## config.mk

```make
export PLATFORM = sky130hd
export DESIGN_NAME = whac_top
export DESIGN_NICKNAME = d
export VERILOG_FILES = /design/src/design/whac_pkg.sv /design/src/design/whac_top.sv /design/src/design/score_display.sv /design/src/design/hit_scorer.sv /design/src/design/mole_field.sv /design/src/design/tick_timer.sv /design/src/design/game_fsm.sv
export SDC_FILE = /design/constraint.sdc
export NUM_CORES = 1
export LEC_CHECK = 0
export CORE_UTILIZATION = 60
export CTS_CLUSTER_DIAMETER = 150
export DETAILED_ROUTE_END_ITERATION = 12
export DONT_BUFFER_PORTS = 1
export HOLD_SLACK_MARGIN = 0.02
export PLACE_DENSITY = 0.74
export REMOVE_ABC_BUFFERS = 1
export SYNTH_ARGS = -nofsm -noshare
export SYNTH_HDL_FRONTEND = slang
export SYNTH_SLANG_ARGS = --single-unit
```

## constraint.sdc

```tcl
create_clock -name clk -period 5 [get_ports clk]
set_clock_uncertainty 0.1 [all_clocks]
set_input_delay 1.25 -clock clk [delete_from_list [all_inputs] [get_ports clk]]
set_output_delay 1.25 -clock clk [all_outputs]
set_load 0.01 [all_outputs]
```

## src/design/whac_pkg.sv

```systemverilog
package whac_pkg;

	// ------------------------------
	// vector types
	// ------------------------------
	typedef logic [7:0]  scan_code_t;	// ps/2 set 2 make code
	typedef logic [3:0]  height_t;		// 0 = hidden
	typedef logic [7:0]  score_t;
	typedef logic [4:0]  seconds_t;
	typedef logic [1:0]  difficulty_t;	// 0 = none chosen
	typedef logic [6:0]  seg7_t;		// active low, g..a
	typedef logic [23:0] pattern_t;		// one rise bit per emergence
	typedef logic [3:0]  step_len_t;	// frame ticks per mole step

	// ------------------------------
	// game constants
	// ------------------------------
	localparam int NUM_LANES = 4;
	localparam height_t MOLE_TOP = 4'd8;
	localparam int CYCLES_PER_TICK = 4;	// stands in for the 60 Hz divider
	localparam int TICKS_PER_SECOND = 60;
	localparam seconds_t ROUND_SECONDS = 5'd30;

	localparam step_len_t STEP_TICKS_EASY = 4'd15;
	localparam step_len_t STEP_TICKS_MID = 4'd10;
	localparam step_len_t STEP_TICKS_HARD = 4'd5;

	// key codes
	localparam scan_code_t KEY_DIFF_1 = 8'h16;	// '1'
	localparam scan_code_t KEY_DIFF_2 = 8'h1E;	// '2'
	localparam scan_code_t KEY_DIFF_3 = 8'h26;	// '3'
	localparam scan_code_t KEY_RESTART = 8'h2D;	// 'r'
	localparam scan_code_t KEY_LANE_0 = 8'h1B;	// 's'
	localparam scan_code_t KEY_LANE_1 = 8'h23;	// 'd'
	localparam scan_code_t KEY_LANE_2 = 8'h2B;	// 'f'
	localparam scan_code_t KEY_LANE_3 = 8'h34;	// 'g'

	// rise patterns, msb is used first
	localparam pattern_t LANE_PATTERN_0 = 24'b110000111100101100110000;
	localparam pattern_t LANE_PATTERN_1 = 24'b110011000110011110110011;
	localparam pattern_t LANE_PATTERN_2 = 24'b000110011011000111001100;
	localparam pattern_t LANE_PATTERN_3 = 24'b001101100110110011011011;

	// ------------------------------
	// state and bundles
	// ------------------------------
	typedef enum logic [1:0] {
		idle,
		play,
		wrap_up,	// one cycle for the high score compare
		over
	} game_state_t;

	typedef struct packed {
		logic       valid;	// one-cycle strobe
		scan_code_t code;
	} key_event_t;

	typedef struct packed {
		height_t [NUM_LANES-1:0] heights;
		logic [NUM_LANES-1:0]    rising;
	} mole_view_t;

endpackage
```

## src/design/whac_top.sv

```systemverilog
`timescale 1ns/1ps

module whac_top (
	input  logic                 clk,
	input  logic                 resetn,
	input  whac_pkg::key_event_t key_event,
	output whac_pkg::mole_view_t mole_view,
	output whac_pkg::score_t     score,
	output whac_pkg::score_t     high_score,
	output whac_pkg::seconds_t   seconds_left,
	output logic                 game_over,
	output whac_pkg::seg7_t      hex_lo,
	output whac_pkg::seg7_t      hex_hi
);

	whac_pkg::difficulty_t difficulty;
	logic run;		// high for the whole round
	logic round_end;	// one cycle after time_up
	logic step;
	logic time_up;

	// ------------------------------
	// control and timing
	// ------------------------------
	game_fsm u_fsm (
		.clk        (clk),
		.resetn     (resetn),
		.key_event  (key_event),
		.time_up    (time_up),
		.difficulty (difficulty),
		.run        (run),
		.round_end  (round_end),
		.game_over  (game_over)
	);

	tick_timer u_timer (
		.clk          (clk),
		.resetn       (resetn),
		.run          (run),
		.difficulty   (difficulty),
		.step         (step),
		.time_up      (time_up),
		.seconds_left (seconds_left)
	);

	// ------------------------------
	// play field and scoring
	// ------------------------------
	mole_field u_field (
		.clk       (clk),
		.resetn    (resetn),
		.run       (run),
		.step      (step),
		.mole_view (mole_view)
	);

	hit_scorer u_scorer (
		.clk        (clk),
		.resetn     (resetn),
		.run        (run),
		.step       (step),
		.round_end  (round_end),
		.key_event  (key_event),
		.mole_view  (mole_view),
		.score      (score),
		.high_score (high_score)
	);

	score_display u_display (
		.score  (score),
		.hex_lo (hex_lo),
		.hex_hi (hex_hi)
	);

endmodule

```

## src/design/score_display.sv

```systemverilog
`timescale 1ns/1ps

module score_display (
	input  whac_pkg::score_t score,
	output whac_pkg::seg7_t  hex_lo,
	output whac_pkg::seg7_t  hex_hi
);

	// segment order g..a, a lit segment is 0
	function automatic whac_pkg::seg7_t seg7_of(input logic [3:0] nibble);
		case (nibble)
			4'h0: seg7_of = 7'b100_0000;
			4'h1: seg7_of = 7'b111_1001;
			4'h2: seg7_of = 7'b010_0100;
			4'h3: seg7_of = 7'b011_0000;
			4'h4: seg7_of = 7'b001_1001;
			4'h5: seg7_of = 7'b001_0010;
			4'h6: seg7_of = 7'b000_0010;
			4'h7: seg7_of = 7'b111_1000;
			4'h8: seg7_of = 7'b000_0000;
			4'h9: seg7_of = 7'b001_1000;
			4'hA: seg7_of = 7'b000_1000;
			4'hB: seg7_of = 7'b000_0011;
			4'hC: seg7_of = 7'b100_0110;
			4'hD: seg7_of = 7'b010_0001;
			4'hE: seg7_of = 7'b000_0110;
			4'hF: seg7_of = 7'b000_1110;
			default: seg7_of = 7'b111_1111;	// blank
		endcase
	endfunction

	assign hex_lo = seg7_of(score[3:0]);
	assign hex_hi = seg7_of(score[7:4]);

endmodule

```

## src/design/hit_scorer.sv

```systemverilog
`timescale 1ns/1ps

module hit_scorer (
	input  logic                 clk,
	input  logic                 resetn,
	input  logic                 run,
	input  logic                 step,
	input  logic                 round_end,
	input  whac_pkg::key_event_t key_event,
	input  whac_pkg::mole_view_t mole_view,
	output whac_pkg::score_t     score,
	output whac_pkg::score_t     high_score
);

	whac_pkg::scan_code_t [whac_pkg::NUM_LANES-1:0] lane_codes;
	logic [whac_pkg::NUM_LANES-1:0] hittable;	// mole at or just below the top
	logic [whac_pkg::NUM_LANES-1:0] hits;		// latched hits this step
	logic [whac_pkg::NUM_LANES-1:0] hits_next;
	logic [2:0]                     hit_count;
	logic                           run_q;

	assign lane_codes = {
		whac_pkg::KEY_LANE_3,
		whac_pkg::KEY_LANE_2,
		whac_pkg::KEY_LANE_1,
		whac_pkg::KEY_LANE_0
	};

	// ------------------------------
	// hammer decode
	// ------------------------------
	always_comb begin
		hit_count = 3'd0;
		for (int i = 0; i < whac_pkg::NUM_LANES; i++) begin
			hittable[i] = (mole_view.heights[i] == whac_pkg::MOLE_TOP) ||
				(mole_view.heights[i] == whac_pkg::MOLE_TOP - 4'd1 && mole_view.rising[i]);
			hits_next[i] = hits[i] ||
				(key_event.valid && key_event.code == lane_codes[i] && hittable[i]);
			hit_count = hit_count + {2'b00, hits_next[i]};
		end
	end

	always_ff @(posedge clk or negedge resetn) begin
		if (!resetn) begin
			hits <= '0;
			run_q <= 1'b0;
			score <= '0;
			high_score <= '0;
		end else begin
			run_q <= run;
			if (!run || step)
				hits <= '0;	// at most one point per lane per step
			else
				hits <= hits_next;

			if (run && !run_q)
				score <= '0;	// new round
			else if (run && step)
				score <= score + {5'd0, hit_count};

			if (round_end && score > high_score)
				high_score <= score;
		end
	end

	score_monotonic: assert property (
		@(posedge clk) disable iff (!resetn)
		run && $past(run_q) |-> score >= $past(score)
	);

endmodule

```

## src/design/mole_field.sv

```systemverilog
`timescale 1ns/1ps

module mole_field (
	input  logic                 clk,
	input  logic                 resetn,
	input  logic                 run,
	input  logic                 step,
	output whac_pkg::mole_view_t mole_view
);

	whac_pkg::height_t [whac_pkg::NUM_LANES-1:0]  heights;
	logic [whac_pkg::NUM_LANES-1:0]               rising;
	whac_pkg::pattern_t [whac_pkg::NUM_LANES-1:0] patterns;	// rotating, one per lane

	// ------------------------------
	// lane motion
	// ------------------------------
	always_ff @(posedge clk or negedge resetn) begin
		if (!resetn) begin
			heights <= '0;
			rising <= '0;
			patterns <= {
				whac_pkg::LANE_PATTERN_3,
				whac_pkg::LANE_PATTERN_2,
				whac_pkg::LANE_PATTERN_1,
				whac_pkg::LANE_PATTERN_0
			};
		end else if (!run) begin
			heights <= '0;	// all moles hidden between rounds
			rising <= '0;
			patterns <= {
				whac_pkg::LANE_PATTERN_3,
				whac_pkg::LANE_PATTERN_2,
				whac_pkg::LANE_PATTERN_1,
				whac_pkg::LANE_PATTERN_0
			};
		end else if (step) begin
			for (int i = 0; i < whac_pkg::NUM_LANES; i++) begin
				// direction for the next step
				if (heights[i] == 4'd0) begin
					rising[i] <= patterns[i][23];	// hidden, ask the pattern
					patterns[i] <= {patterns[i][22:0], patterns[i][23]};
				end else if (heights[i] == whac_pkg::MOLE_TOP) begin
					rising[i] <= 1'b0;	// peaked, start sinking
				end

				// move by the direction already held
				if (rising[i] && heights[i] < whac_pkg::MOLE_TOP)
					heights[i] <= heights[i] + 4'd1;
				else if (!rising[i] && heights[i] != 4'd0)
					heights[i] <= heights[i] - 4'd1;
			end
		end
	end

	assign mole_view.heights = heights;
	assign mole_view.rising = rising;

	// ------------------------------
	// checks
	// ------------------------------
	for (genvar g = 0; g < whac_pkg::NUM_LANES; g++) begin : g_lane_chk
		height_in_range: assert property (
			@(posedge clk) disable iff (!resetn)
			heights[g] <= whac_pkg::MOLE_TOP
		);
	end

endmodule

```

## src/design/tick_timer.sv

```systemverilog
`timescale 1ns/1ps

module tick_timer (
	input  logic                  clk,
	input  logic                  resetn,
	input  logic                  run,
	input  whac_pkg::difficulty_t difficulty,
	output logic                  step,
	output logic                  time_up,
	output whac_pkg::seconds_t    seconds_left
);

	logic [$clog2(whac_pkg::CYCLES_PER_TICK)-1:0]  presc;	// clocks within a tick
	logic [$clog2(whac_pkg::TICKS_PER_SECOND)-1:0] sec_cnt;	// ticks within a second
	whac_pkg::step_len_t step_cnt;				// ticks within a step
	whac_pkg::step_len_t step_len;
	logic tick;
	logic sec_wrap;

	always_comb begin
		case (difficulty)
			2'd2:    step_len = whac_pkg::STEP_TICKS_MID;
			2'd3:    step_len = whac_pkg::STEP_TICKS_HARD;
			default: step_len = whac_pkg::STEP_TICKS_EASY;
		endcase
	end

	assign tick = (presc == whac_pkg::CYCLES_PER_TICK - 1);
	assign step = tick && (step_cnt == step_len - 4'd1);
	assign sec_wrap = tick && (sec_cnt == whac_pkg::TICKS_PER_SECOND - 1);
	assign time_up = sec_wrap && (seconds_left == 5'd1);	// last second ends

	always_ff @(posedge clk or negedge resetn) begin
		if (!resetn) begin
			presc <= '0;
			step_cnt <= '0;
			sec_cnt <= '0;
			seconds_left <= whac_pkg::ROUND_SECONDS;
		end else if (!run) begin
			presc <= '0;	// every round starts aligned
			step_cnt <= '0;
			sec_cnt <= '0;
			seconds_left <= whac_pkg::ROUND_SECONDS;
		end else begin
			presc <= tick ? '0 : presc + 1'b1;
			if (tick)
				step_cnt <= step ? '0 : step_cnt + 4'd1;
			if (tick)
				sec_cnt <= sec_wrap ? '0 : sec_cnt + 1'b1;
			if (sec_wrap && seconds_left != 5'd0)
				seconds_left <= seconds_left - 5'd1;
		end
	end

	no_step_when_stopped: assert property (
		@(posedge clk) disable iff (!resetn)
		!run |-> !step
	);

endmodule

```

## src/design/game_fsm.sv

```systemverilog
`timescale 1ns/1ps

module game_fsm (
	input  logic                  clk,
	input  logic                  resetn,
	input  whac_pkg::key_event_t  key_event,
	input  logic                  time_up,
	output whac_pkg::difficulty_t difficulty,
	output logic                  run,
	output logic                  round_end,
	output logic                  game_over
);

	whac_pkg::game_state_t state;
	whac_pkg::game_state_t state_next;
	whac_pkg::difficulty_t key_diff;	// difficulty named by this key, 0 if none
	logic                  start_key;
	logic                  restart_key;

	// ------------------------------
	// key decode
	// ------------------------------
	always_comb begin
		key_diff = 2'd0;
		if (key_event.valid) begin
			case (key_event.code)
				whac_pkg::KEY_DIFF_1: key_diff = 2'd1;
				whac_pkg::KEY_DIFF_2: key_diff = 2'd2;
				whac_pkg::KEY_DIFF_3: key_diff = 2'd3;
				default:              key_diff = 2'd0;
			endcase
		end
	end

	assign start_key = (key_diff != 2'd0);
	assign restart_key = key_event.valid && (key_event.code == whac_pkg::KEY_RESTART);

	// ------------------------------
	// round sequencing
	// ------------------------------
	always_comb begin
		state_next = state;
		case (state)
			whac_pkg::idle:    if (start_key) state_next = whac_pkg::play;
			whac_pkg::play:    if (time_up) state_next = whac_pkg::wrap_up;
			whac_pkg::wrap_up: state_next = whac_pkg::over;
			whac_pkg::over:    if (restart_key) state_next = whac_pkg::idle;
			default:           state_next = whac_pkg::idle;
		endcase
	end

	always_ff @(posedge clk or negedge resetn) begin
		if (!resetn) begin
			state <= whac_pkg::idle;
			difficulty <= 2'd0;
		end else begin
			state <= state_next;
			if (state == whac_pkg::idle && start_key)
				difficulty <= key_diff;	// held until the next start
		end
	end

	assign run = (state == whac_pkg::play);
	assign round_end = (state == whac_pkg::wrap_up);
	assign game_over = (state == whac_pkg::over);

	// a round only ends right after the timer ran out
	round_end_after_time_up: assert property (
		@(posedge clk) disable iff (!resetn)
		round_end |-> (state == whac_pkg::wrap_up) && $past(time_up) && $past(run)
	);

endmodule

```

==> results.txt <==
outcome: finished, final reports clean
sequential share of power: 42.4%
Psw: 0.000996 W
largest family of logic cells by synthesized area: compound AO/OA/AOI/OAI gates
CP delay by family, top: compound AO/OA/AOI/OAI gates
Detailed Route Iter0 Violations: 365
dpl hpwl: 10500 um
startpoint types: primary input
first-pass GRT wire length: 26500 um
cell leakage power: 3.69 nW
leading area contributor after synthesis: dfrtp_1
PnR Total Power: 0.00326 W
Root Buffer: clkbuf_16
maximum clock rate: 0.221 GHz
Post-CTS Hold Fix Bufs: 0
starting density of the core: 62.5%
die height: 118 um
CP max-delay cell: or4b_4
Max stage delay on crit path: 0.55 ns
Nets: 754
fin crit period: 4.53 ns
sequential share of the synthesized area: 50.2%
drt first pass iters: 5
R2R Path Start: u_field.mole_view[8]
TritonCTS clock tree: yes
Synth Warn #: 0
cell mode on critical path: inv_1
Async SR Flop Fraction: 100%
Port Buffers: 0
placed insts: 849
switching part of the total: 30.5%
row count: 41
vias in the first global route: 5453
RSZ-0062 raised after global routing: no
Layout area overhead: 8.07%
setup tns final: 0 ns
H-tree levels: 4
Finish-stage setup viols: 0
mux cell area share after synthesis: 1.98%
DR WL/cell: 18.2 um
Final Cycle Share: 90.6%
Final GP Congestion: 0.857
Post-Synth Adder-Cell Area: 7.90%
postcts setup bufs: 0
Internal Power: 0.00227 W
Routed Antenna Nets: 0
CTS buffer count: 17
Cell Area, Synth: 0.00801 mm^2
worst vdd ir: 0.280 mV
XOR/XNOR Fraction of Synth Area: 1.53%
Worst EP required: 5.20 ns
worst-path maximum fanout: 5
CTS max path bufs: 2
power per cell area: 377 mW/mm^2
critical path buffer and inverter count: 4
CP startpoint: key_event[4]
fin. max-slew vios: 0
Seq cells post-synth: 158
slew margin rel.: 41.2%
die width: 118 um
layout cell share with drive strength beyond 1: 17.1%
# DRC: 0
crit path kind: in -> reg
fill cell count: 945
Synth Area in Compound Gates: 22.0%
clk_lat worst skew: 0.42 ns
Resized Gates After CTS: 0
Synth top area share: 32.5%
Worst Setup End Kind: flip-flop
flop2flop setup slack: 0.69 ns
I/O pins: 67
synth unique cells: 82
initial antenna violation count: 0
sequential cell area: 0.00402 mm^2
multi-input combinational cell area: 0.00367 mm^2
R2R cell count: 16
Die ar.: 0.0138 mm^2
pin count of the biggest net entering global routing: 159
fin cells: 881
GRT Residual Overflow: 0
cell breakdown of the critical path: or4b_4 > a2111oi_0 > or2_2 > ha_1 > inv_1 > fa_1 > inv_1 > ha_1 > inv_1 > fa_1 > inv_1 > a21o_1 > nand3_1 > o211a_1 > a211o_1
n_diodes: 0
average size of a mapped cell: 11.3 um^2
final hold vios: 0
Worst-Margin Slew: 0.876 ns
combinational power share: 18.2%
top cells by area, synth: dfrtp_1, dfstp_2, ha_1
Clk pwr share: 39.4%
crit path capture: u_scorer.score[6]
Via Count: 5508
Core ar.: 0.0128 mm^2
Sink Count: 158
critical path depth: 15
Post-synth EDFFs: 0
Hold WC Path Type: reg -> reg
Routed Wire Length: 16000 um
Post-synth top flop: dfrtp_1
Critical Path AT: 4.73 ns
Vias per Instance: 6.25
Worst R2R End: u_scorer.score[6]
Total GRT Usage: 24.0%
MaxCap Viol Count: 0
Gate Count Post-Synth: 707
post-synthesis simple-gate area fraction: 12.5%
clock transition at the registers of the reported paths: 0.06 ns
==> logic make-up (layout without fill, tap and decap cells) <==
family / Yosys count / after routing
AOI/OAI and AO/OA: 224 / 224
xor gates and xnor gates: 14 / 14
adders and majority gates: 47 / 47
buffers and inverters: 70 / 72
DFF: 158 / 158
muxes: 15 / 15
and+or+nand+nor: 179 / 179
==> area by class of cell <==
class / count / share of cell area (%)
inverter: 37 / 1.60
tap: 172 / 2.49
timing repair buffer: 3 / 0.260
sequential: 158 / 46.4
clock buffer: 21 / 5.32
clock inverter: 11 / 1.49
multi-input combinational: 479 / 42.4
==> state kept, by name, summed over array words and instances, names as in the netlist <==
register / cells
u_field.mole_view: 16
u_field.patterns: 96
u_field.rising: 4
u_fsm.difficulty: 2
u_fsm.state: 2
u_scorer.high_score: 8
u_scorer.hits: 4
u_scorer.run_q: 1
u_scorer.score: 8
u_timer.presc: 2
u_timer.sec_cnt: 6
u_timer.seconds_left: 5
u_timer.step_cnt: 4
==> metal layers <==
| layer | track usage (%) | vias to the layer above | part of all wire, % |
|---|---|---|---|
| met4 | 7.93 | 0 | 1.3 |
| met2 | 39.1 | 133 | 48 |
| li1 | - | 2613 | - |
| met3 | 6.98 | 14 | 5.4 |
| met5 | 0 | - | 0 |
| met1 | 31.0 | 2748 | 45 |
==> worst min path at each step <==
stage	start	to	slack, ns	cells after the start
final	u_timer.presc[0]	u_timer.presc[0]	0.35	1
after global routing	u_timer.presc[0]	u_timer.presc[0]	0.36	1
after CTS	u_timer.presc[0]	u_timer.presc[0]	0.35	1
after detailed placement	u_timer.presc[0]	u_timer.presc[0]	0.34	1
after global placement	u_timer.presc[0]	u_timer.presc[0]	0.33	1
after floorplan	u_timer.presc[0]	u_timer.presc[0]	0.31	1
==> power groups by stage <==
stage,clock [W],sequential [W],combinational (W)
after detailed placement,0,0.00141,0.000593
after global placement,0,0.00140,0.000570
after CTS,0.00131,0.00139,0.000597
final,0.00129,0.00139,0.000593
after floorplan,0,0.00139,0.000436
after global routing,0.00135,0.00139,0.000659
==> Yosys cell counts (4+ instances only) <==
master / n
xnor2_1: 9
a22o_1: 46
buf_2: 12
o22ai_1: 7
a21oi_1: 36
a21o_1: 14
buf_4: 4
nand3_1: 25
dfrtp_1: 104
nand4_1: 6
clkbuf_1: 11
fa_1: 6
inv_1: 36
o22a_1: 49
nor2_1: 40
o21ai_0: 22
nand4b_1: 5
nor3_1: 11
mux2i_1: 11
nand2_1: 35
a211oi_1: 5
nand2b_1: 9
nor4_1: 5
xor2_1: 5
nand3b_1: 5
dfstp_2: 54
o21a_1: 4
nor2b_1: 5
and3_1: 7
ha_1: 41
a31oi_1: 5
==> worst reg2reg max path, stage by stage (launching register included) <==
cell and delay (ns):
dfrtp_1 0.51, nor3_1 0.45, nand2_1 0.17, a2111oi_0 0.54, or2_2 0.20, ha_1 0.22
inv_1 0.08, fa_1 0.41, inv_1 0.07, ha_1 0.15, inv_1 0.06, fa_1 0.39
inv_1 0.07, a21o_1 0.16, nand3_1 0.12, o211a_1 0.26, a211o_1 0.26
==> through the flow <==
| stage | instance area (um^2) | hold slack [ns] | worst slack [ns] | util, % |
|---|---|---|---|---|
| 2_1_floorplan | 7830 | 0.310 | 0.305 | - |
| 3_3_place_gp | 8070 | 0.328 | 0.152 | 62.9 |
| 3_5_place_dp | 8070 | 0.344 | 0.0420 | 62.9 |
| 4_1_cts | 8660 | 0.352 | 0.493 | 67.5 |
| 5_1_grt | 8660 | 0.363 | 0.328 | 67.5 |
| 6_report | 8660 | 0.346 | 0.471 | 67.5 |
==> placed cells by master, fill, tap and decap left out, types with 11 or more instances in the layout <==
master,count
inv_1,36
a22o_1,46
clkbuf_16,17
nand3_1,25
a21oi_1,36
a21o_1,14
o22a_1,49
dfrtp_1,104
o21ai_0,22
nor3_1,11
ha_1,41
dfstp_2,54
nor2_1,40
nand2_1,35
mux2i_1,11
Note: power is estimated with default switching activity, not from simulation.
